`src/if_cfg.svh`:
```
// Width, depth and limit macros shared by the fetch stage
`ifndef IF_CFG_SVH
`define IF_CFG_SVH

//////////////////////////////////////////////////
// Datapath widths fixed by the ISA
//////////////////////////////////////////////////

// Address and instruction word width
`define IF_XLEN 32
// Upper bits of mtvec kept as the trap base
`define IF_MTVEC_W 25
// Interrupt index width used for vectoring
`define IF_IRQ_ID_W 5
// Vector slot reserved for NMI
`define IF_NMI_INDEX 15

//////////////////////////////////////////////////
// Prefetch sizing
//////////////////////////////////////////////////

// Words held between the bus and IF/ID
`define IF_BUF_DEPTH 2
// In-flight plus buffered fetches allowed
`define IF_MAX_OUTSTANDING 2

`endif

```
`src/if_ctrl_pkg.sv`:
```
// Controller-side types: PC source enum, command struct and target address struct
`include "if_cfg.svh"

package if_ctrl_pkg;

  // Source of the next fetch address
  typedef enum logic [3:0] {
    PC_BOOT     = 4'd0,
    PC_JUMP     = 4'd1,
    PC_BRANCH   = 4'd2,
    PC_MRET     = 4'd3,
    PC_DRET     = 4'd4,
    PC_TRAP_EXC = 4'd5,
    PC_TRAP_IRQ = 4'd6,
    PC_TRAP_NMI = 4'd7,
    PC_TRAP_DBD = 4'd8
  } pc_mux_e;

  // Command from the controller FSM to IF
  typedef struct packed {
    logic                      pc_set;        // Redirect fetch this cycle
    pc_mux_e                   pc_mux;
    logic                      kill_if;       // Drop whatever IF holds
    logic                      halt_if;       // Freeze IF, no new loads
    logic [`IF_IRQ_ID_W-1:0]   mtvec_pc_mux;  // Interrupt index for vectoring
  } if_ctrl_t;

  // Candidate redirect addresses
  typedef struct packed {
    logic [`IF_XLEN-1:0]     boot_addr;
    logic [`IF_XLEN-1:0]     jump_target;    // From ID
    logic [`IF_XLEN-1:0]     branch_target;  // From EX
    logic [`IF_XLEN-1:0]     mepc;
    logic [`IF_XLEN-1:0]     dpc;
    logic [`IF_XLEN-1:0]     dm_halt_addr;
    logic [`IF_MTVEC_W-1:0]  mtvec_addr;     // Trap base, upper bits only
  } pc_targets_t;

endpackage

```
`src/if_data_pkg.sv`:
```
// Datapath types: instruction bus structs, instruction word union, buffer entry and IF/ID
`include "if_cfg.svh"

package if_data_pkg;

  //////////////////////////////////////////////////
  // Instruction bus
  //////////////////////////////////////////////////

  // Address phase, held until gnt
  typedef struct packed {
    logic                 req;
    logic [`IF_XLEN-1:0]  addr;
  } instr_req_t;

  // Grant and in-order response phase
  typedef struct packed {
    logic                 gnt;
    logic                 rvalid;
    logic [`IF_XLEN-1:0]  rdata;
    logic                 err;     // Bus error on this fetch
  } instr_rsp_t;

  //////////////////////////////////////////////////
  // Instruction word views
  //////////////////////////////////////////////////

  // Two 16-bit parcels, low parcel first in memory
  typedef struct packed {
    logic [15:0] hi;
    logic [15:0] lo;
  } instr_parcels_t;

  // Same fetched word, seen whole or as parcels
  typedef union packed {
    logic [`IF_XLEN-1:0] word;
    instr_parcels_t      parcel;  // lo[1:0] != 2'b11 marks RVC
  } instr_word_u;

  //////////////////////////////////////////////////
  // Stage storage
  //////////////////////////////////////////////////

  // One fetched word waiting in the buffer
  typedef struct packed {
    logic [`IF_XLEN-1:0]  pc;
    instr_word_u          instr;
    logic                 err;
  } fetch_entry_t;

  // IF/ID pipeline register as seen by ID
  typedef struct packed {
    logic                 instr_valid;
    logic [`IF_XLEN-1:0]  pc;
    logic [`IF_XLEN-1:0]  instr;
    logic                 bus_err;
    logic                 is_compressed;
    logic [15:0]          compressed_instr;  // Last RVC parcel seen
  } if_id_t;

endpackage

```
`src/pc_select.sv`:
```
// Next-PC multiplexer with mtvec-init pulse on boot
`timescale 1ns/1ps
`include "if_cfg.svh"

module pc_select import if_ctrl_pkg::*; (
  input  if_ctrl_t             ctrl_i,
  input  pc_targets_t          targets_i,
  output logic [`IF_XLEN-1:0]  branch_addr_o,
  output logic                 csr_mtvec_init_o
);

  // NMI slot sized to the interrupt index field
  localparam logic [`IF_IRQ_ID_W-1:0] NMI_IDX = `IF_IRQ_ID_W'(`IF_NMI_INDEX);

  // Low zeros below the trap base, index field plus word offset
  localparam int unsigned TRAP_LSB_W = `IF_IRQ_ID_W + 2;

  always_comb begin
    // Boot address is the fallback
    branch_addr_o = {targets_i.boot_addr[`IF_XLEN-1:2], 2'b00};
    case (ctrl_i.pc_mux)
      PC_BOOT:     branch_addr_o = {targets_i.boot_addr[`IF_XLEN-1:2], 2'b00};
      PC_JUMP:     branch_addr_o = targets_i.jump_target;
      PC_BRANCH:   branch_addr_o = targets_i.branch_target;
      // Return from trap
      PC_MRET:     branch_addr_o = targets_i.mepc;
      // Return from debug mode
      PC_DRET:     branch_addr_o = targets_i.dpc;
      // Exceptions all share the base
      PC_TRAP_EXC: branch_addr_o = {targets_i.mtvec_addr, {TRAP_LSB_W{1'b0}}};
      // Vectored: base + index*4
      PC_TRAP_IRQ: branch_addr_o = {targets_i.mtvec_addr, ctrl_i.mtvec_pc_mux, 2'b00};
      PC_TRAP_NMI: branch_addr_o = {targets_i.mtvec_addr, NMI_IDX, 2'b00};
      // Debug halt entry
      PC_TRAP_DBD: branch_addr_o = {targets_i.dm_halt_addr[`IF_XLEN-1:2], 2'b00};
      default:     ;
    endcase
  end

  // Lets the CSR file load its mtvec reset value
  assign csr_mtvec_init_o = ctrl_i.pc_set && (ctrl_i.pc_mux == PC_BOOT);

endmodule

```
`src/fetch_fsm.sv`:
```
// Prefetch FSM owning the fetch address and the instruction bus request
`timescale 1ns/1ps
`include "if_cfg.svh"

module fetch_fsm import if_ctrl_pkg::*, if_data_pkg::*; (
  input  logic                 clk,
  input  logic                 rst_n,
  input  if_ctrl_t             ctrl_i,
  input  logic [`IF_XLEN-1:0]  branch_addr_i,
  input  logic                 slot_free_i,
  input  logic                 bus_gnt_i,
  output instr_req_t           bus_req_o,
  output logic                 issue_o,
  output logic                 flush_o
);

  // IDLE      nothing to fetch until a redirect
  // REQUEST   req is out and waits for gnt
  // WAIT_SLOT stream active, req only with a free slot
  typedef enum logic [1:0] {
    IDLE,
    REQUEST,
    WAIT_SLOT
  } state_e;

  state_e              state_q;
  state_e              state_d;
  logic [`IF_XLEN-1:0] addr_q;
  logic                req;

  //////////////////////////////////////////////////
  // Request generation
  //////////////////////////////////////////////////

  always_comb begin
    req = 1'b0;
    case (state_q)
      // Once raised, req stays up until granted
      REQUEST:   req = 1'b1;
      WAIT_SLOT: req = slot_free_i && !ctrl_i.halt_if && !ctrl_i.kill_if;
      default:   req = 1'b0;
    endcase
  end

  assign issue_o   = req && bus_gnt_i;
  assign flush_o   = ctrl_i.pc_set || ctrl_i.kill_if;
  assign bus_req_o = '{req: req, addr: addr_q};

  //////////////////////////////////////////////////
  // State and address
  //////////////////////////////////////////////////

  always_comb begin
    state_d = state_q;
    if (ctrl_i.pc_set) begin
      state_d = WAIT_SLOT;
    end else if (ctrl_i.kill_if) begin
      // Kill without redirect stops the stream
      state_d = IDLE;
    end else if (req && !bus_gnt_i) begin
      state_d = REQUEST;
    end else if (issue_o) begin
      state_d = WAIT_SLOT;
    end
  end

  always_ff @(posedge clk or negedge rst_n) begin
    if (!rst_n) begin
      state_q <= IDLE;
      addr_q  <= '0;
    end else begin
      state_q <= state_d;
      // Redirect wins over a grant in the same cycle
      if (ctrl_i.pc_set) begin
        addr_q <= {branch_addr_i[`IF_XLEN-1:2], 2'b00};
      end else if (issue_o) begin
        addr_q <= addr_q + `IF_XLEN'd4;
      end
    end
  end

endmodule

```
`src/txn_counter.sv`:
```
// Outstanding fetch counter with discard tracking after a flush
`timescale 1ns/1ps
`include "if_cfg.svh"

module txn_counter (
  input  logic                                clk,
  input  logic                                rst_n,
  input  logic                                issue_i,
  input  logic                                rvalid_i,
  input  logic                                flush_i,
  input  logic [$clog2(`IF_BUF_DEPTH+1)-1:0]  buf_count_i,
  output logic                                slot_free_o,
  output logic                                accept_o,
  output logic                                busy_o
);

  // Room for old and new streams on the bus at once
  localparam int unsigned CNT_W = $clog2(`IF_MAX_OUTSTANDING * 2) + 1;

  logic [CNT_W-1:0] inflight_q;
  logic [CNT_W-1:0] discard_q;
  logic [CNT_W-1:0] inflight_nxt;
  logic [CNT_W-1:0] discard_nxt;
  logic             drop;

  // Responses of the old stream are eaten first, they come back in order
  assign drop     = rvalid_i && (discard_q != '0);
  assign accept_o = rvalid_i && (discard_q == '0) && !flush_i;

  // Count after this cycle's events, before any flush
  assign inflight_nxt = inflight_q + CNT_W'(issue_i) - CNT_W'(rvalid_i && !drop);
  assign discard_nxt  = discard_q - CNT_W'(drop);

  always_ff @(posedge clk or negedge rst_n) begin
    if (!rst_n) begin
      inflight_q <= '0;
      discard_q  <= '0;
    end else if (flush_i) begin
      // Grant in the flush cycle still carries the old address
      discard_q  <= discard_nxt + inflight_nxt;
      inflight_q <= '0;
    end else begin
      inflight_q <= inflight_nxt;
      discard_q  <= discard_nxt;
    end
  end

  // Every live fetch has a reserved buffer entry
  assign slot_free_o = (inflight_q + CNT_W'(buf_count_i)) < CNT_W'(`IF_MAX_OUTSTANDING);

  assign busy_o = (inflight_q != '0) || (discard_q != '0) || (buf_count_i != '0);

endmodule

```
`src/fetch_buffer.sv`:
```
// Two-entry FIFO of fetched words with PC and error flag
`timescale 1ns/1ps
`include "if_cfg.svh"

module fetch_buffer import if_data_pkg::*; (
  input  logic                                clk,
  input  logic                                rst_n,
  input  logic                                push_i,
  input  instr_rsp_t                          rsp_i,
  input  logic [`IF_XLEN-1:0]                 push_pc_i,
  input  logic                                pop_i,
  input  logic                                flush_i,
  output fetch_entry_t                        head_o,
  output logic                                head_valid_o,
  output logic [$clog2(`IF_BUF_DEPTH+1)-1:0]  count_o
);

  localparam int unsigned PTR_W = $clog2(`IF_BUF_DEPTH);
  localparam int unsigned CNT_W = $clog2(`IF_BUF_DEPTH+1);
  localparam logic [PTR_W-1:0] LAST = PTR_W'(`IF_BUF_DEPTH - 1);

  fetch_entry_t        mem_q [`IF_BUF_DEPTH];
  logic [PTR_W-1:0]    wr_ptr_q;
  logic [PTR_W-1:0]    rd_ptr_q;
  logic [CNT_W-1:0]    count_q;
  logic [`IF_XLEN-1:0] rsp_pc_q;
  logic                do_push;
  logic                do_pop;

  // Redirect takes priority over both ends
  assign do_push = push_i && !flush_i;
  assign do_pop  = pop_i && !flush_i && (count_q != '0);

  //////////////////////////////////////////////////
  // Pointers, fill level and response address
  //////////////////////////////////////////////////

  always_ff @(posedge clk or negedge rst_n) begin
    if (!rst_n) begin
      wr_ptr_q <= '0;
      rd_ptr_q <= '0;
      count_q  <= '0;
      rsp_pc_q <= '0;
    end else if (flush_i) begin
      wr_ptr_q <= '0;
      rd_ptr_q <= '0;
      count_q  <= '0;
      // First response of the new stream belongs to the target
      rsp_pc_q <= {push_pc_i[`IF_XLEN-1:2], 2'b00};
    end else begin
      if (do_push) begin
        wr_ptr_q <= (wr_ptr_q == LAST) ? '0 : wr_ptr_q + 1'b1;
        rsp_pc_q <= rsp_pc_q + `IF_XLEN'd4;
      end
      if (do_pop) begin
        rd_ptr_q <= (rd_ptr_q == LAST) ? '0 : rd_ptr_q + 1'b1;
      end
      count_q <= count_q + CNT_W'(do_push) - CNT_W'(do_pop);
    end
  end

  // Storage, no reset needed
  always_ff @(posedge clk) begin
    if (do_push) begin
      mem_q[wr_ptr_q] <= '{pc: rsp_pc_q, instr: rsp_i.rdata, err: rsp_i.err};
    end
  end

  assign head_o       = mem_q[rd_ptr_q];
  assign head_valid_o = (count_q != '0);
  assign count_o      = count_q;

endmodule

```
`src/if_id_reg.sv`:
```
// IF/ID pipeline register with kill, halt, stall and compressed-parcel capture
`timescale 1ns/1ps
`include "if_cfg.svh"

module if_id_reg import if_ctrl_pkg::*, if_data_pkg::*; (
  input  logic          clk,
  input  logic          rst_n,
  input  if_ctrl_t      ctrl_i,
  input  fetch_entry_t  head_i,
  input  logic          head_valid_i,
  input  logic          id_ready_i,
  output logic          pop_o,
  output if_id_t        if_id_o
);

  logic                load;
  logic                head_is_rvc;
  logic                valid_q;
  logic [`IF_XLEN-1:0] pc_q;
  logic [`IF_XLEN-1:0] instr_q;
  logic                err_q;
  logic                rvc_q;
  logic [15:0]         c_instr_q;

  // Move the head into ID only when IF is live and ID takes it
  assign load  = head_valid_i && !ctrl_i.kill_if && !ctrl_i.halt_if && id_ready_i;
  assign pop_o = load;

  // RVC when low parcel opcode bits are not 2'b11
  assign head_is_rvc = (head_i.instr.parcel.lo[1:0] != 2'b11);

  //////////////////////////////////////////////////
  // Valid bit
  //////////////////////////////////////////////////

  always_ff @(posedge clk or negedge rst_n) begin
    if (!rst_n) begin
      valid_q <= 1'b0;
    end else if (load) begin
      valid_q <= 1'b1;
    end else if (id_ready_i) begin
      // ID consumed it, nothing new behind
      valid_q <= 1'b0;
    end
  end

  //////////////////////////////////////////////////
  // Payload, frozen while ID stalls
  //////////////////////////////////////////////////

  always_ff @(posedge clk) begin
    if (load) begin
      pc_q    <= head_i.pc;
      instr_q <= head_i.instr.word;
      err_q   <= head_i.err;
      rvc_q   <= head_is_rvc;
      // Keeps the last RVC parcel across 32-bit words
      if (head_is_rvc) begin
        c_instr_q <= head_i.instr.parcel.lo;
      end
    end
  end

  assign if_id_o = '{
    instr_valid:      valid_q,
    pc:               pc_q,
    instr:            instr_q,
    bus_err:          err_q,
    is_compressed:    rvc_q,
    compressed_instr: c_instr_q
  };

endmodule

```
`src/if_top.sv`:
```
// Instruction fetch stage top level connecting PC select, prefetch, buffer and IF/ID
`timescale 1ns/1ps
`include "if_cfg.svh"

module if_top import if_ctrl_pkg::*, if_data_pkg::*; (
  input  logic                 clk,
  input  logic                 rst_n,
  // Controller
  input  if_ctrl_t             ctrl_i,
  input  pc_targets_t          targets_i,
  // Instruction bus
  output instr_req_t           bus_req_o,
  input  instr_rsp_t           bus_rsp_i,
  // ID stage and status
  output if_id_t               if_id_o,
  input  logic                 id_ready_i,
  output logic [`IF_XLEN-1:0]  pc_if_o,
  output logic                 if_busy_o,
  output logic                 csr_mtvec_init_o
);

  logic [`IF_XLEN-1:0]                branch_addr;
  logic                               slot_free;
  logic                               issue;
  logic                               flush;
  logic                               accept;
  logic [$clog2(`IF_BUF_DEPTH+1)-1:0] buf_count;
  fetch_entry_t                       head;
  logic                               head_valid;
  logic                               pop;

  // Redirect target, same cycle as pc_set
  pc_select u_pc_select (
    .ctrl_i           (ctrl_i),
    .targets_i        (targets_i),
    .branch_addr_o    (branch_addr),
    .csr_mtvec_init_o (csr_mtvec_init_o)
  );

  //////////////////////////////////////////////////
  // Prefetch
  //////////////////////////////////////////////////

  fetch_fsm u_fetch_fsm (
    .clk           (clk),
    .rst_n         (rst_n),
    .ctrl_i        (ctrl_i),
    .branch_addr_i (branch_addr),
    .slot_free_i   (slot_free),
    .bus_gnt_i     (bus_rsp_i.gnt),
    .bus_req_o     (bus_req_o),
    .issue_o       (issue),
    .flush_o       (flush)
  );

  // Filters stale responses after a redirect
  txn_counter u_txn_counter (
    .clk         (clk),
    .rst_n       (rst_n),
    .issue_i     (issue),
    .rvalid_i    (bus_rsp_i.rvalid),
    .flush_i     (flush),
    .buf_count_i (buf_count),
    .slot_free_o (slot_free),
    .accept_o    (accept),
    .busy_o      (if_busy_o)
  );

  //////////////////////////////////////////////////
  // Buffer and pipeline register
  //////////////////////////////////////////////////

  fetch_buffer u_fetch_buffer (
    .clk          (clk),
    .rst_n        (rst_n),
    .push_i       (accept),
    .rsp_i        (bus_rsp_i),
    .push_pc_i    (branch_addr),
    .pop_i        (pop),
    .flush_i      (flush),
    .head_o       (head),
    .head_valid_o (head_valid),
    .count_o      (buf_count)
  );

  if_id_reg u_if_id_reg (
    .clk          (clk),
    .rst_n        (rst_n),
    .ctrl_i       (ctrl_i),
    .head_i       (head),
    .head_valid_i (head_valid),
    .id_ready_i   (id_ready_i),
    .pop_o        (pop),
    .if_id_o      (if_id_o)
  );

  // PC of the word offered to IF/ID
  assign pc_if_o = head.pc;

endmodule

```
`config.mk`:
```
export PLATFORM = sky130hd
export DESIGN_NAME = if_top
export DESIGN_NICKNAME = d
export VERILOG_FILES = /design/src/if_ctrl_pkg.sv /design/src/if_data_pkg.sv /design/src/pc_select.sv /design/src/fetch_fsm.sv /design/src/txn_counter.sv /design/src/fetch_buffer.sv /design/src/if_id_reg.sv /design/src/if_top.sv
export VERILOG_INCLUDE_DIRS = /design/src
export SDC_FILE = /design/constraint.sdc
export NUM_CORES = 1
export LEC_CHECK = 0
export BUFFER_PORTS_ARGS = -buffer_cell sky130_fd_sc_hd__buf_4
export CAP_MARGIN = 20
export CORE_AREA = 2 2 164 166
export DETAILED_ROUTE_END_ITERATION = 8
export DIE_AREA = 0 0 166 168
export PLACE_DENSITY = 0.8
export SLEW_MARGIN = 20
export SYNTH_ARGS = -nofsm -noshare
export SYNTH_HDL_FRONTEND = slang
export SYNTH_SLANG_ARGS = --single-unit
export TNS_END_PERCENT = 50
```
`constraint.sdc`:
```
create_clock -name clk -period 9.8 [get_ports clk]
set_input_delay 0.49 -clock clk [delete_from_list [all_inputs] [get_ports clk]]
set_output_delay 0.49 -clock clk [all_outputs]
set_load 0.02 [all_outputs]
```
## Yosys cells after proc, flatten, opt, wreduce, memory -nomap -nowiden

Memories as Yosys holds them, arrays and structs flattened.
Index checks and enable logic that the tools add are counted.

| cells by class | value |
|---|---|
| add/subtract/negate cells | 11 |
| order comparisons | 1 |
| equal/unequal tests | 11 |
| multiplexer cells | 23 |
| reduce and logical (&&, ||, !) cells | 34 |

Operator list:

| kind | count |
|---|---|
| case mux 32 bit (8 select lines) | 1 |
| two-way mux 32 bit | 4 |
| adder 32 x 3 -> 32 bit, second input constant | 2 |
| == test 4 x 3 -> 1 bit, second input constant | 4 |
| logical AND 1 bit | 15 |
| two-way mux 1 bit | 10 |
| two-way mux 2 bit | 5 |
| nonzero test 2 bit | 5 |
| == test 4 x 2 -> 1 bit, second input constant | 2 |
| two-way mux 3 bit | 2 |
| nonzero test 3 bit | 2 |
| subtractor 3 x 1 -> 3 bit | 2 |
| logical NOT 1 bit | 5 |
| == test 4 x 1 -> 1 bit, second input constant | 1 |
| == test 4 bit, second input constant | 1 |
| logical NOT 4 bit | 1 |
| nonzero test 4 bit | 1 |
| adder 3 x 1 -> 3 bit | 1 |
| adder 3 x 2 -> 3 bit | 1 |
| adder 3 bit | 1 |
| logical NOT 3 bit | 1 |
| logical OR 1 bit | 3 |
| less-than comparator 3 x 2 -> 1 bit, second input constant | 1 |
| adder 1 bit, second input constant | 2 |
| other kinds (7) | 7 |

| storage, ports and cells | value |
|---|---|
| register bits after elaboration | 159 |
| RAM bits | 130 |
| bits of input ports | 267 |
| output and inout bits | 150 |
| memories | 1 |

Memory list:

| name | depth | bits a word | read ports | clocked after Yosys merged registers in | write ports | line | text |
|---|---|---|---|---|---|---|---|
| u_fetch_buffer.mem_q | 2 | 65 | 1 | 0 | 1 | fetch_buffer.sv:22 | `` fetch_entry_t mem_q [`IF_BUF_DEPTH]; `` |

## Longest topological paths before layout

Gate-level depths: netlist (run 1).

| depth | value |
|---|---|
| word-level depth | 10 |
| depth in mapped cells | 15 |
| gate-level depth less buffers | 14 |

## Cells and area by module

From an unflattened synthesis (run 1), not the netlist that was laid out.

| second synthesis, totals | value |
|---|---|
| cell total of the unflattened synthesis | 1072 |
| area total of the unflattened synthesis | 13794.5 um2 |

By module, submodules not included:

| module | instances | cells an instance | area each (um2) | seq. area each (um2) |
|---|---|---|---|---|
| fetch_buffer | 1 | 423 | 6541.3 | 4634.4 |
| if_id_reg | 1 | 92 | 2562.5 | 2487.4 |
| fetch_fsm | 1 | 252 | 2175.8 | 800.8 |
| pc_select | 1 | 259 | 2053.2 | 0.0 |
| txn_counter | 1 | 46 | 461.7 | 150.1 |

## Least setup slack after synthesis (run 1)

Ideal clock, no wire load.

| timing | value |
|---|---|
| path kind | input -> register |
| start point | in ctrl_i[6] in the netlist's numbering |
| end point | mem u_fetch_buffer.mem_q[0][0] in the netlist's numbering (enable) |
| arrival time | 5.513 ns |
| required time | 9.239 ns |
| slack | 3.726 ns |
| stages on the path | 4 |
| cells stage by stage | or2_2 -> clkbuf_1 -> clkbuf_1 -> nor3_1 |

| on the way | value |
|---|---|
| longest elaborated chain between the ends | 6 |

Ends and longest elaborated chain:

| element | line | text |
|---|---|---|
| start, declared | if_top.sv:9 | `input if_ctrl_t ctrl_i,` |
| logical OR 1 bit (*) | fetch_fsm.sv:46 | `assign flush_o = ctrl_i.pc_set \|\| ctrl_i.kill_if;` |
| logical NOT 1 bit (*) | txn_counter.sv:28, fetch_buffer.sv:31 |  |
| logical AND 1 bit | txn_counter.sv:28 | `assign accept_o = rvalid_i && (discard_q == '0) && !flush_i;` |
| logical AND 1 bit (*) | fetch_buffer.sv:31 | `assign do_push = push_i && !flush_i;` |
| two-way mux 1 bit (*) | fetch_buffer.sv:64 | `if (do_push) begin` |
| two-way mux 1 bit (implied by the code) (*) | fetch_buffer.sv:65 | `mem_q[wr_ptr_q] <= '{pc: rsp_pc_q, instr: rsp_i.rdata, err: rsp_i.err};` |
| end, declared | fetch_buffer.sv:22 |  |

Mark *: on every way between the ends. The rest lies on a longest branch, timed or not.

## Worst setup path in the final report (run 1)

| timing | value |
|---|---|
| start point | reg u_fetch_buffer.count_q[0] (netlist: u_fetch_buffer.count_o[0]) |
| end point | reg u_txn_counter.discard_q[2] |

| on the way | value |
|---|---|
| longest elaborated chain between the ends | 10 |

Ends and longest elaborated chain:

| element | line | text |
|---|---|---|
| start, declared | fetch_buffer.sv:25 | `logic [CNT_W-1:0] count_q;` |
| start signal, assigned | fetch_buffer.sv:58 | `count_q <= count_q + CNT_W'(do_push) - CNT_W'(do_pop);` |
| adder 3 x 2 -> 3 bit | txn_counter.sv:49 | `` assign slot_free_o = (inflight_q + CNT_W'(buf_count_i)) < CNT_W'(`IF_MAX_OUTSTANDING); `` |
| less-than comparator 3 x 2 -> 1 bit | txn_counter.sv:49 |  |
| logical AND 1 bit (2 in series) | fetch_fsm.sv:40 | `WAIT_SLOT: req = slot_free_i && !ctrl_i.halt_if && !ctrl_i.kill_if;` |
| case mux 1 bit (2 select lines) | fetch_fsm.sv:37 | `case (state_q)` |
| logical AND 1 bit | fetch_fsm.sv:45 | `assign issue_o = req && bus_gnt_i;` |
| adder 3 x 1 -> 3 bit | txn_counter.sv:31 | `assign inflight_nxt = inflight_q + CNT_W'(issue_i) - CNT_W'(rvalid_i && !drop);` |
| subtractor 3 x 1 -> 3 bit | txn_counter.sv:31 |  |
| adder 3 bit | txn_counter.sv:40 | `discard_q <= discard_nxt + inflight_nxt;` |
| two-way mux 3 bit | txn_counter.sv:38 | `end else if (flush_i) begin` |
| end signal, assigned | txn_counter.sv:40 |  |
| end signal, assigned | txn_counter.sv:44 | `discard_q <= discard_nxt;` |
| end, declared | txn_counter.sv:21 | `logic [CNT_W-1:0] discard_q;` |

Every way passes these cells.
A chain may end at the register's enable or synchronous reset.

==> results.md, run 1 <==
| Result | Value | Unit |
|:---|:---|:---|
| Final-layout setup total negative slack | 0 | ns |
| Top cell type's share of synthesized area | 0.4629 | - |
| Number of buffers inserted for hold repair after clock tree synthesis | 0 | - |
| HPWL reported at the end of detailed placement | 29,570 | µm |
| CTS clk-pin slew, worst paths | 0.07 | ns |
| Mapped cell area | 0.01336 | mm² |
| Post-CTS Repair Setup Buffers | 0 | - |
| Total Power Consumption | 2.798 | mW |
| Largest fanout on the critical path | 20 | - |
| Endpoint of the worst-slack reg-to-reg timing path | u_txn_counter.discard_q[2] | - |
| Number of synthesized register bits | 279 | - |
| CTS buffer count | 25 | - |
| Post-CTS sizing | 0 | - |
| Slew headroom | 0.3313 | - |
| Cell with the most instances after synthesis | sky130_fd_sc_hd__edfxtp_1 | - |
| Critical Path AT | 4.03 | ns |
| I/O Buffers | 398 | - |
| Type of the worst setup path | flip-flop to flip-flop | - |
| Post-synth EDFFs | 206 | - |
| Delay of the slowest cell on the worst path | 0.49 | ns |
| Number of rows in the core area | 60 | - |
| GRT Residual Overflow | 0 | - |
| Slew at the pin closest to its max-slew limit | 0.9778 | ns |
| Cell at the slowest stage of the critical path | sky130_fd_sc_hd__fa_1 | - |
| Fraction of registers with async set or reset after synthesis | 0.2616 | - |
| Avg Synthesized Cell Area | 12.94 | µm² |
| Crit start category | flip-flop | - |
| Placeable core region | 0.02635 | mm² |
| GRT Overall Usage | 0.2704 | - |
| Height of the die | 168 | µm |
| Peak clock frequency supported by timing | 0.2780 | GHz |
| Routed via count | 10.01k | - |
| Nets@finish | 1,657 | - |
| Final-report setup violation count | 0 | - |
| Req. time, crit path | 10.23 | ns |
| Hold violation total from the final report | 0 | - |
| Later-pin clock latency in the skew report | 0.51 | ns |
| Worst-case clock skew | 0.008364 | ns |
| Outcome | finished, final reports clean | - |
| Leading cell types by count after synthesis | sky130_fd_sc_hd__edfxtp_1 (206), sky130_fd_sc_hd__dfrtp_1 (73), sky130_fd_sc_hd__mux2_2 (68) | - |
| Synth Area in XOR/XNOR | 0.03736 | - |
| Number of warnings printed during yosys synthesis | 0 | - |
| Initial Utilization | 0.5072 | - |
| Power per cell area | 163.0 | mW/mm² |
| Buffering stage count on the worst path with inverters included | 4 | - |
| Largest net degree at the start of global routing | 74 | - |
| TritonCTS sink count | 279 | - |
| Sequential share of the synthesized area | 0.5996 | - |
| Setup slack of the most critical reg-to-reg path | 6.20 | ns |
| Endpoint type of the worst setup path | flip-flop | - |
| Combinational family with the most area after synthesis | multiplexers | - |
| Root Driver | sky130_fd_sc_hd__clkbuf_16 | - |
| Worst-path cell chain | inv_1 > nor2_1 > fa_1 > xnor2_1 > a41oi_1 > buf_4 > nor2_1 > ha_1 > inv_1 > fa_1 > inv_1 > fa_1 > xor2_1 > nor2_1 > xnor2_1 | - |
| Area growth, synth to finish | 28.42 | % |
| Reg-to-reg startpoint | u_fetch_buffer.count_o[0] | - |
| R2R cell count | 15 | - |
| Unrepaired setup endpoints after global routing | false | - |
| Commonest register cell after synthesis | sky130_fd_sc_hd__edfxtp_1 | - |
| Drt first-iter violations | 823 | - |
| Antenna violations before repair | 10 | - |
| Routed via count divided by cell count | 5.752 | - |
| Fraction of the mapped netlist area in compound gates | 0.09512 | - |
| Count of different cell masters after synthesis | 76 | - |
| Final critical delay including setup and external delays | 3.596 | ns |
| Top Family by Delay on Critical Path | adder cells | - |
| Cell types occupying the most area after synthesis | sky130_fd_sc_hd__edfxtp_1 (46%), sky130_fd_sc_hd__dfrtp_1 (14%), sky130_fd_sc_hd__mux2_2 (5.7%) | - |
| Critical Path Stages | 15 | - |
| Antenna Violating Nets Remaining | 0 | - |
| Static leakage | 6.763 | nW |
| Number of levels the H-tree was split into | 1 | - |
| Simple-gate area share of the yosys netlist | 0.09859 | - |
| Total count of max-transition violations in the final report | 0 | - |
| Routed length per placed instance | 22.53 | µm |
| Die outline area | 0.02789 | mm² |
| Worst supply voltage drop on vdd | 0.1158 | mV |
| Post-placement cell area | 0.01635 | mm² |
| IO Count | 417 | - |
| Die X-Extent | 166 | µm |
| Final routed wirelength across all metal layers | 39,230 | µm |
| Pre-Repair DR Iteration Count | 6 | - |
| Share of final-layout standard cells stronger than drive strength 1 | 0.3835 | - |
| Multiplexer share of the synthesized area | 0.1045 | - |
| Global placer's final weighted congestion | 0.9618 | - |
| DRC viols | 0 | - |
| Type of the tightest min-delay check | primary input to async pin | - |
| First-pass GRT wire length | 57,920 | µm |
| Final period utilization | 0.3670 | - |
| Clock tree from TritonCTS | yes | - |
| Synth area leader | sky130_fd_sc_hd__edfxtp_1 | - |
| Final Cell Area | 0.01716 | mm² |
| Number of global-route vias before repair | 10.07k | - |
| Max-cap violation count | 0 | - |
| Buffer levels on the longest clock path | 3 | - |
| Synth Area in Adders | 0.01479 | - |
| Instance count of the mapped netlist | 1,033 | - |
## registers in the layout, indices dropped and copies added, names as in the netlist
| register | count |
|---|---|
| u_if_id_reg.pc_q | 30 |
| u_if_id_reg.instr_q | 32 |
| u_txn_counter.inflight_q | 3 |
| u_fetch_fsm.addr_q | 30 |
| u_if_id_reg.c_instr_q | 16 |
| u_fetch_buffer.count_o | 2 |
| u_txn_counter.discard_q | 3 |
| u_fetch_buffer.rd_ptr_q | 1 |
| u_if_id_reg.valid_q | 1 |
| u_fetch_buffer.mem_q | 126 |
| u_fetch_buffer.rsp_pc_q | 30 |
| u_if_id_reg.rvc_q | 1 |
| u_if_id_reg.err_q | 1 |
| u_fetch_buffer.wr_ptr_q | 1 |
| u_fetch_fsm.state_q | 2 |
## logic make-up after synthesis
logic type | after synthesis
mux | 131
xor+xnor | 57
compound gates | 186
simple gates | 234
other cells | 1
flops | 279
buf+inv | 131
fa+ha+maj | 14
## layout make-up
type / count / area, µm²
diodes: 10 / 25.02
flip-flops and latches: 279 / 8014
clock inverters: 12 / 131.4
repair buffers: 410 / 3082
fillers: 2042 / 9189
well taps: 341 / 426.7
multi-input cells: 628 / 4722
inverters: 32 / 120.1
clock buffers: 29 / 640.6
## stage by stage
step                      utilization  setup slack (ns)  hold WS [ns]  cells
after detailed placement       0.6206             6.231        0.5145   1689
final                          0.6513             6.204        0.1048   1741
after global routing           0.6513             5.991        0.1448   1741
after floorplan                     -             3.726        0.1944   1038
after global placement         0.6206             6.312        0.5055   1689
after CTS                      0.6499             6.206        0.1476   1730
## report_power, final
group	leakage [nW]	internal, mW	switching, mW
logic	3.66	0.213	0.242
clock network	0.371	0.542	0.397
registers	2.74	1.34	0.0684
total	6.76	2.09	0.707
## per-layer routing
metal | vias up | track usage | part of all wire | routed length (µm)
met5 | - | 0 | 0 | 0
met4 | 0 | 0.1372 | 0.044 | 1723
met3 | 87 | 0.05618 | 0.081 | 3178
met2 | 541 | 0.4597 | 0.49 | 19390
met1 | 4824 | 0.3289 | 0.38 | 14930
li1 | 4562 | - | - | -
## worst max path at each step
stage	start	endpoint	slack, ns
2_1_floorplan	ctrl_i[6]	u_fetch_buffer.mem_q[0][0]	3.73
3_3_place_gp	u_fetch_buffer.count_o[0]	u_txn_counter.discard_q[2]	6.31
3_5_place_dp	u_fetch_buffer.count_o[0]	u_txn_counter.discard_q[2]	6.23
5_1_grt	u_fetch_buffer.count_o[0]	u_txn_counter.discard_q[2]	5.99
4_1_cts	u_fetch_buffer.count_o[0]	u_txn_counter.discard_q[2]	6.21
6_report	u_fetch_buffer.count_o[0]	u_txn_counter.discard_q[2]	6.20
## worst register-to-register path: stages, from the launching register on
cell and delay (ns):
sky130_fd_sc_hd__dfrtp_1 0.39, sky130_fd_sc_hd__inv_1 0.09, sky130_fd_sc_hd__nor2_1 0.06, sky130_fd_sc_hd__fa_1 0.40, sky130_fd_sc_hd__xnor2_1 0.22, sky130_fd_sc_hd__a41oi_1 0.14, sky130_fd_sc_hd__buf_4 0.23, sky130_fd_sc_hd__nor2_1 0.35
sky130_fd_sc_hd__ha_1 0.23, sky130_fd_sc_hd__inv_1 0.05, sky130_fd_sc_hd__fa_1 0.49, sky130_fd_sc_hd__inv_1 0.06, sky130_fd_sc_hd__fa_1 0.40, sky130_fd_sc_hd__xor2_1 0.16, sky130_fd_sc_hd__nor2_1 0.12, sky130_fd_sc_hd__xnor2_1 0.12
## cell usage in the layout, fill, tap and decap left out, types with 4 or more instances in the layout
cell type                   instances
sky130_fd_sc_hd__and2_1             5
sky130_fd_sc_hd__conb_1             6
sky130_fd_sc_hd__nor3_1            25
sky130_fd_sc_hd__nand3b_1           6
sky130_fd_sc_hd__or3b_2             4
sky130_fd_sc_hd__nor4_1            16
sky130_fd_sc_hd__xnor2_1           47
sky130_fd_sc_hd__nand2_1           39
sky130_fd_sc_hd__nor2b_1           11
sky130_fd_sc_hd__or3_1              7
sky130_fd_sc_hd__clkinv_1           5
sky130_fd_sc_hd__a21oi_1           29
sky130_fd_sc_hd__buf_4            409
sky130_fd_sc_hd__a211oi_1          15
sky130_fd_sc_hd__dfrtp_1           72
sky130_fd_sc_hd__xor2_1            10
sky130_fd_sc_hd__clkbuf_1           4
sky130_fd_sc_hd__a22oi_1           13
sky130_fd_sc_hd__nor2_1            37
sky130_fd_sc_hd__mux2i_1           63
sky130_fd_sc_hd__a221oi_1           6
sky130_fd_sc_hd__nand2b_1           7
sky130_fd_sc_hd__o21ai_0           31
sky130_fd_sc_hd__edfxtp_1         206
sky130_fd_sc_hd__mux2_2            68
sky130_fd_sc_hd__and4_1             7
sky130_fd_sc_hd__inv_1             30
sky130_fd_sc_hd__o22ai_1           26
sky130_fd_sc_hd__clkbuf_16         25
sky130_fd_sc_hd__nand4_1            9
sky130_fd_sc_hd__diode_2           10
sky130_fd_sc_hd__a2111oi_0          7
sky130_fd_sc_hd__nand3_1           24
sky130_fd_sc_hd__and3_1            10
sky130_fd_sc_hd__a31oi_1           14
sky130_fd_sc_hd__a22o_1            19
sky130_fd_sc_hd__ha_1              11
(Power assumes the default switching activity.)
==> inputs of run 2 (changes only) <==
- CORE_AREA: 2 2 164 166 -> default
- CORE_UTILIZATION: default -> 47
- DIE_AREA: 0 0 166 168 -> default
- PLACE_DENSITY: 0.8 -> 0.77
- clock period: 9.8 -> 2.9 ns (I/O delays scaled with it)
==> run 2 against run 1 <==
Net effect:
- the run now ends with negative setup slack left
- worst setup slack lost 6.3 ns
- cell count grew 7.8%
- core utilization grew 0.36 points
- first-iteration DRC count shrank 14%
- power grew to 3.6 times the previous value
- register-to-register slack lost 6.3 ns
- via count grew 4.8%
- combinational power grew to 3.8 times the previous value
- maximum frequency grew 20%
- global-route usage grew 0.60 points
- largest cell class unchanged
==> results.md, run 2 (synthesis results as in run 1) <==
| Result | Value | Unit | Change |
|:---|:---|:---|:---|
| Final design utilization | 0.6549 | - | +0.003647 |
| Req. time, crit path | 3.35 | ns | -6.88 ns |
| Flip-flop count of the largest register, all copies and words added | 126 | - | unchanged |
| Peak clock frequency supported by timing | 0.3341 | GHz | +20% |
| Routed via count divided by cell count | 5.592 | - | -2.8% |
| IO Count | 417 | - | unchanged |
| Initial Utilization | 0.4797 | - | -0.02745 |
| Minimum hold slack | 0.02886 | ns | -0.07596 ns |
| Max-cap violation count | 0 | - | unchanged |
| Later-pin clock latency in the skew report | 0.53 | ns | +0.02 ns |
| Combinational power share | 0.174 | - | +0.011 |
| Routed length per placed instance | 22.09 | µm | -2.0% |
| Largest fanout on the critical path | 2 | - | -90% |
| Static leakage | 7.229 | nW | +6.9% |
| Number of levels the H-tree was split into | 1 | - | unchanged |
| Area growth, synth to finish | 36.52 | % |  |
| Final Cell Area | 0.01825 | mm² | +6.3% |
| HPWL reported at the end of detailed placement | 30,400 | µm | +2.8% |
| CTS buffer count | 27 | - | +8.0% |
| Die outline area | 0.02911 | mm² | +4.4% |
| CTS clk-pin slew, worst paths | 0.06 | ns | about the same |
| Crit start category | flip-flop | - |  |
| Unrepaired setup endpoints after global routing | true | - |  |
| Antenna Violating Nets Remaining | 0 | - | unchanged |
| Post-placement cell area | 0.01669 | mm² | +2.1% |
| TritonCTS sink count | 279 | - | unchanged |
| Nets@finish | 1,749 | - | +5.6% |
| Largest net degree at the start of global routing | 74 | - | unchanged |
| Critical Path AT | 3.44 | ns | -0.59 ns |
| Global placer's final weighted congestion | 0.9534 | - | -0.87% |
| First-pass GRT wire length | 60,350 | µm | +4.2% |
| Root Driver | sky130_fd_sc_hd__clkbuf_16 | - |  |
| Placed Instances | 1,753 | - | +3.8% |
| Largest registers | u_fetch_buffer.mem_q: 126 flops, u_if_id_reg.instr_q: 32 flops | - |  |
| Most common library cell in the layout ignoring fill and taps | sky130_fd_sc_hd__buf_4 | - |  |
| Total count of max-transition violations in the final report | 0 | - | unchanged |
| Power per cell area | 549.9 | mW/mm² | +240% |
| Final critical delay including setup and external delays | 2.993 | ns | -0.6037 ns |
| Final-report setup violation count | 6 | - | +6 |
| Worst supply voltage drop on vdd | 0.3101 | mV | +170% |
| Share of final-layout standard cells stronger than drive strength 1 | 0.4008 | - | +0.01735 |
| Violations in the final reports | negative setup slack | - |  |
| Clock tree from TritonCTS | yes | - |  |
| Antenna violations before repair | 10 | - | unchanged |
| Pre-Repair DR Iteration Count | 5 | - | -1 |
| Hold violation total from the final report | 0 | - | unchanged |
| Type of the worst setup path | flip-flop to flip-flop | - |  |
| Final routed wirelength across all metal layers | 41,440 | µm | +5.6% |
| GRT Residual Overflow | 0 | - | unchanged |
| Net switching component of the power | 2.568 | mW | +260% |
| Outcome | finished, violations left | - |  |
| Placeable core region | 0.02786 | mm² | +5.7% |
| GRT Overall Usage | 0.2765 | - | +0.006033 |
| Non-filler instance count after layout | 1,876 | - | +7.8% |
| Switching part of the total power | 0.2560 | - | +0.003254 |
| Drt first-iter violations | 709 | - | -14% |
| Slew at the pin closest to its max-slew limit | 1.067 | ns | +0.08955 ns |
| Height of the die | 170.6 | µm | +1.6% |
| Number of rows in the core area | 61 | - | +1.7% |
| I/O Buffers | 398 | - | unchanged |
| Highest-count cells in the layout ignoring fill and taps | sky130_fd_sc_hd__buf_4 (446), sky130_fd_sc_hd__edfxtp_1 (206), sky130_fd_sc_hd__dfrtp_1 (72) | - |  |
| Final period utilization | 1.032 | - | +0.6650 |
| Buffer levels on the longest clock path | 3 | - | unchanged |
| Power share of the sequential group | 0.473 | - | -0.029 |
| Number of global-route vias before repair | 10.35k | - | +2.8% |
| Die X-Extent | 170.6 | µm | +2.8% |
| Slew headroom | 0.2854 | - | -0.04585 |
| Endpoint type of the worst setup path | flip-flop | - |  |
| Type of the tightest min-delay check | primary input to flip-flop | - |  |
| Routed via count | 10.49k | - | +4.8% |
| Internal cell power | 7.464 | mW | +260% |
| DRC viols | 0 | - | unchanged |
| Clk pwr share | 0.353 | - | +0.017 |
| Top register by number of flip-flops | u_fetch_buffer.mem_q | - |  |
| Final setup slack of the worst path | -0.09280 | ns | -6.296 ns |
| Worst-case clock skew | 0.009612 | ns | +0.001249 ns |
run 2: cell types whose count changed in the layout (fill, tap and decap cells not counted), moves of 4 or more:
cell / change
sky130_fd_sc_hd__dlygate4sd3_1: +50
sky130_fd_sc_hd__buf_12: +4
sky130_fd_sc_hd__inv_1: -4
sky130_fd_sc_hd__inv_2: +4
sky130_fd_sc_hd__buf_4: +37
run 2: routing by layer:
| layer | vias up | share of wire | track usage |
|---|---|---|---|
| li1 | 4749 | - | - |
| met1 | 5118 | 0.39 | 0.3327 |
| met2 | 527 | 0.50 | 0.4870 |
| met3 | 97 | 0.072 | 0.04488 |
| met4 | 0 | 0.040 | 0.1226 |
| met5 | - | 0 | 0 |
run 2: final timing paths:
path,from,endpoint,slack (ns),depth (start not counted)
max,u_fetch_buffer.count_o[0],u_txn_counter.discard_q[2],-0.09,14
min,targets_i[197],u_fetch_fsm.addr_q[12],0.03,3
max reg2reg,u_fetch_buffer.count_o[0],u_txn_counter.discard_q[2],-0.09,14
min reg2reg,u_fetch_buffer.rsp_pc_q[15],u_fetch_buffer.mem_q[0][48],0.53,0
max in group asynchronous,rst_n,u_fetch_buffer.rd_ptr_q,1.92,2
min in group asynchronous,rst_n,u_fetch_buffer.count_o[1],0.31,2
run 2: cell type report:
| type | count | area [µm²] |
|---|---|---|
| multi-input combinational | 628 | 4785 |
| tap | 378 | 473.0 |
| clock inverter | 16 | 192.7 |
| inverter | 32 | 120.1 |
| sequential | 279 | 8014 |
| timing repair buffer | 500 | 3929 |
| fill | 2145 | 9613 |
| antenna | 11 | 27.53 |
| clock buffer | 32 | 704.4 |
run 2: power groups by stage:
stage          sequential, mW  clock [mW]  combinational (mW)
2_1_floorplan            4.83           0               0.819
3_3_place_gp             4.80           0                1.59
3_5_place_dp             4.82           0                1.62
4_1_cts                  4.73        3.59                1.72
5_1_grt                  4.77        3.75                1.88
6_report                 4.74        3.55                1.74
run 2: critical path: stages (launching register included):
cell and delay [ns]:
sky130_fd_sc_hd__dfrtp_1 0.39, sky130_fd_sc_hd__inv_2 0.07, sky130_fd_sc_hd__nor2_2 0.04, sky130_fd_sc_hd__fa_2 0.38
sky130_fd_sc_hd__xnor2_2 0.19, sky130_fd_sc_hd__a41oi_2 0.18, sky130_fd_sc_hd__nor2_4 0.16, sky130_fd_sc_hd__ha_4 0.14
sky130_fd_sc_hd__inv_2 0.03, sky130_fd_sc_hd__fa_1 0.55, sky130_fd_sc_hd__inv_1 0.06, sky130_fd_sc_hd__fa_2 0.33
sky130_fd_sc_hd__xor2_1 0.14, sky130_fd_sc_hd__nor2_1 0.12, sky130_fd_sc_hd__xnor2_1 0.13
run 2: per-stage QoR:
stage	worst slack, ns	power, mW	TNS, ns
2_1_floorplan	-0.1023	5.651	-6.523
3_3_place_gp	-0.01554	6.390	-0.01554
3_5_place_dp	-0.08820	6.435	-0.08820
4_1_cts	-0.07552	10.05	-0.07552
5_1_grt	-0.1984	10.40	-0.9608
6_report	-0.09280	10.03	-0.3443
run 2: repair_timing:
item / CTS / global route
hold buffers: 50 / 0
pin swaps: 5 / 7
hold endpoints to repair: 165 / 0
buffers inserted: 11 / 3
setup endpoints to repair: 2 / 10
gates resized for setup: 4 / 2
==> inputs of run 3 (changes only) <==
- CORE_UTILIZATION: 47 -> 52
- PLACE_DENSITY: 0.77 -> 0.81
- clock period: 2.9 -> 3.2 ns (I/O delays scaled with it)
==> run 3 against run 2 <==
Net effect:
- the flow now finishes without violations
- power shrank 10%
- count of clock-buffer cells in the layout grew 2
- clock power fell by 9.9%
- first-iteration DRC count up 12%
- clock skew increased by 0.0067 ns
- highest routed layer unchanged
- worst setup slack gained 0.19 ns
- cell count shrank 3.9%
- critical endpoint unchanged
- combinational power is 13% lower
- register-to-register slack better by 0.19 ns
==> results.md, run 3 (synthesis results as in run 1) <==
| Result | Value | Unit | Change |
|:---|:---|:---|:---|
| Final routed wirelength across all metal layers | 39,690 | µm | -4.2% |
| Routed length per placed instance | 22.01 | µm | -0.36% |
| Antenna Violating Nets Remaining | 0 | - | unchanged |
| Share of final-layout standard cells stronger than drive strength 1 | 0.3894 | - | -0.01143 |
| Final-report setup violation count | 0 | - | -6 |
| HPWL reported at the end of detailed placement | 29,730 | µm | -2.2% |
| GRT Overall Usage | 0.2919 | - | +0.01543 |
| Max-cap violation count | 0 | - | unchanged |
| Type of the tightest min-delay check | primary input to flip-flop | - |  |
| Crit start category | flip-flop | - |  |
| Area growth, synth to finish | 34.61 | % |  |
| Drt first-iter violations | 793 | - | +12% |
| I/O Buffers | 398 | - | unchanged |
| Placeable core region | 0.02518 | mm² | -9.6% |
| Switching part of the total power | 0.2521 | - | -0.003883 |
| Net switching component of the power | 2.276 | mW | -11% |
| DRC viols | 0 | - | unchanged |
| Number of global-route vias before repair | 10.20k | - | -1.5% |
| Internal cell power | 6.752 | mW | -9.5% |
| Most common library cell in the layout ignoring fill and taps | sky130_fd_sc_hd__buf_4 | - |  |
| CTS clk-pin slew, worst paths | 0.06 | ns | about the same |
| Nets@finish | 1,730 | - | -1.1% |
| Global placer's final weighted congestion | 0.9789 | - | +2.7% |
| Highest-count cells in the layout ignoring fill and taps | sky130_fd_sc_hd__buf_4 (430), sky130_fd_sc_hd__edfxtp_1 (206), sky130_fd_sc_hd__dfrtp_1 (72) | - |  |
| Hold violation total from the final report | 0 | - | unchanged |
| Flip-flop count of the largest register, all copies and words added | 126 | - | unchanged |
| CTS buffer count | 26 | - | -3.7% |
| IO Count | 417 | - | unchanged |
| Die outline area | 0.02634 | mm² | -9.5% |
| Largest fanout on the critical path | 3 | - | +1 |
| Clk pwr share | 0.355 | - | +0.002 |
| Initial Utilization | 0.5307 | - | +0.05099 |
| Pre-Repair DR Iteration Count | 5 | - | unchanged |
| Req. time, crit path | 3.64 | ns | +0.29 ns |
| Later-pin clock latency in the skew report | 0.52 | ns | about the same |
| Final critical delay including setup and external delays | 3.101 | ns | +0.1079 ns |
| Combinational power share | 0.169 | - | -0.005 |
| Antenna violations before repair | 3 | - | -7 |
| GRT Residual Overflow | 0 | - | unchanged |
| Worst supply voltage drop on vdd | 0.4225 | mV | +36% |
| Post-placement cell area | 0.01654 | mm² | -0.90% |
| Endpoint type of the worst setup path | flip-flop | - |  |
| Final-layout setup total negative slack | 0 | ns | +0.3443 ns |
| Power per cell area | 501.8 | mW/mm² | -8.7% |
| Number of rows in the core area | 58 | - | -4.9% |
| Power share of the sequential group | 0.477 | - | +0.004 |
| Root Driver | sky130_fd_sc_hd__clkbuf_16 | - |  |
| Routed via count | 10.34k | - | -1.4% |
| Type of the worst setup path | flip-flop to flip-flop | - |  |
| Slew at the pin closest to its max-slew limit | 0.9803 | ns | -0.08707 ns |
| GR Util met1 | 0.3550 | - | +0.02230 |
| Die X-Extent | 162.3 | µm | -4.9% |
| Height of the die | 162.3 | µm | -4.9% |
| Clock tree from TritonCTS | yes | - |  |
| Largest registers | u_fetch_buffer.mem_q: 126 flops, u_if_id_reg.instr_q: 32 flops | - |  |
| TritonCTS sink count | 279 | - | unchanged |
| Top register by number of flip-flops | u_fetch_buffer.mem_q | - |  |
| Slew headroom | 0.3465 | - | +0.06106 |
| Buffer levels on the longest clock path | 3 | - | unchanged |
| Largest net degree at the start of global routing | 74 | - | unchanged |
| Critical Path AT | 3.54 | ns | +0.10 ns |
| GR peak layer | met2 | - |  |
| Worst-case clock skew | 0.01635 | ns | +0.006736 ns |
| Final period utilization | 0.9690 | - | -0.06303 |
| Final Cell Area | 0.01799 | mm² | -1.4% |
| Outcome | finished, final reports clean | - |  |
| Met2 Usage GRT | 0.5326 | - | +0.04568 |
| Total count of max-transition violations in the final report | 0 | - | unchanged |
| Static leakage | 7.153 | nW | -1.1% |
| Peak clock frequency supported by timing | 0.3225 | GHz | -3.5% |
| First-pass GRT wire length | 58,000 | µm | -3.9% |
| Routed via count divided by cell count | 5.737 | - | +2.6% |
| Number of levels the H-tree was split into | 1 | - | unchanged |
| Met3 Use GR | 0.04060 | - | -0.004274 |
## run 3: changes by cell type in the layout (fill, tap and decap cells not counted), sizes merged
cell | before | now
buf | 450 | 433
diode | 11 | 4
clkbuf | 32 | 34
inv | 34 | 32
dlygate4sd3 | 50 | 49
## run 3: routing by layer
layer / wire (µm) / vias up / share of wire
li1: - / 4712 / -
met1: 15110 / 5024 / 0.38
met2: 20480 / 539 / 0.52
met3: 2999 / 68 / 0.076
met4: 1100 / 0 / 0.028
met5: 0 / - / 0
## run 3: power groups by stage
stage          sequential, mW  clock, mW  combinational (mW)
4_1_cts                  4.29       3.24                1.51
5_1_grt                  4.32       3.39                1.63
6_report                 4.30       3.20                1.52
2_1_floorplan            4.38          0               0.732
3_5_place_dp             4.36          0                1.44
3_3_place_gp             4.35          0                1.40
## run 3: what timing repair did
| item | CTS | global route |
|---|---|---|
| pin swaps | 1 | 4 |
| buffers inserted | 1 | 2 |
| hold buffers | 49 | 0 |
| setup endpoints to repair | 1 | 1 |
| resized for setup | 0 | 8 |
| hold endpoints to repair | 164 | 0 |
## run 3: metrics by stage
stage	utilization	hold WS [ns]	instances	setup WS, ns	power (mW)
3_5_place_dp	0.6569	0.3497	1699	0.02270	5.802
2_1_floorplan	-	-0.1356	1038	-0.03910	5.109
6_report	0.7144	0.03635	1803	0.09931	9.028
4_1_cts	0.7124	0.009818	1797	0.05448	9.044
3_3_place_gp	0.6569	0.3453	1699	0.1323	5.751
5_1_grt	0.7143	0.02777	1802	-0.02251	9.341
## run 3: layout make-up
class | instances | area, µm²
sequential | 279 | 8014
fill | 1766 | 7192
multi-input combinational | 628 | 4753
timing repair buffer | 482 | 3779
clock buffer | 34 | 732.0
tap | 330 | 412.9
clock inverter | 14 | 168.9
inverter | 32 | 120.1
antenna | 4 | 10.01
## run 3: critical path: stages (launching register included)
cell,delay (ns)
sky130_fd_sc_hd__dfrtp_1,0.37
sky130_fd_sc_hd__inv_1,0.10
sky130_fd_sc_hd__nor2_2,0.05
sky130_fd_sc_hd__fa_2,0.34
sky130_fd_sc_hd__xnor2_2,0.19
sky130_fd_sc_hd__a41oi_2,0.17
sky130_fd_sc_hd__nor2_2,0.16
sky130_fd_sc_hd__ha_2,0.18
sky130_fd_sc_hd__inv_1,0.05
sky130_fd_sc_hd__fa_1,0.50
sky130_fd_sc_hd__inv_1,0.06
sky130_fd_sc_hd__fa_1,0.41
sky130_fd_sc_hd__xor2_1,0.17
sky130_fd_sc_hd__nor2_1,0.14
sky130_fd_sc_hd__xnor2_1,0.13
## run 3: final timing paths
kind,startpoint,endpoint,depth (start not counted),slack (ns)
setup reg to reg,u_txn_counter.inflight_q[0],u_txn_counter.discard_q[2],14,0.1
hold reg to reg,u_fetch_buffer.rsp_pc_q[31],u_fetch_buffer.mem_q[1][64],0,0.52
min in group asynchronous,rst_n,u_if_id_reg.valid_q,2,0.31
hold / removal,targets_i[197],u_fetch_fsm.addr_q[12],3,0.04
max in group asynchronous,rst_n,u_fetch_buffer.rd_ptr_q,2,2.20
setup / recovery,u_txn_counter.inflight_q[0],u_txn_counter.discard_q[2],14,0.1
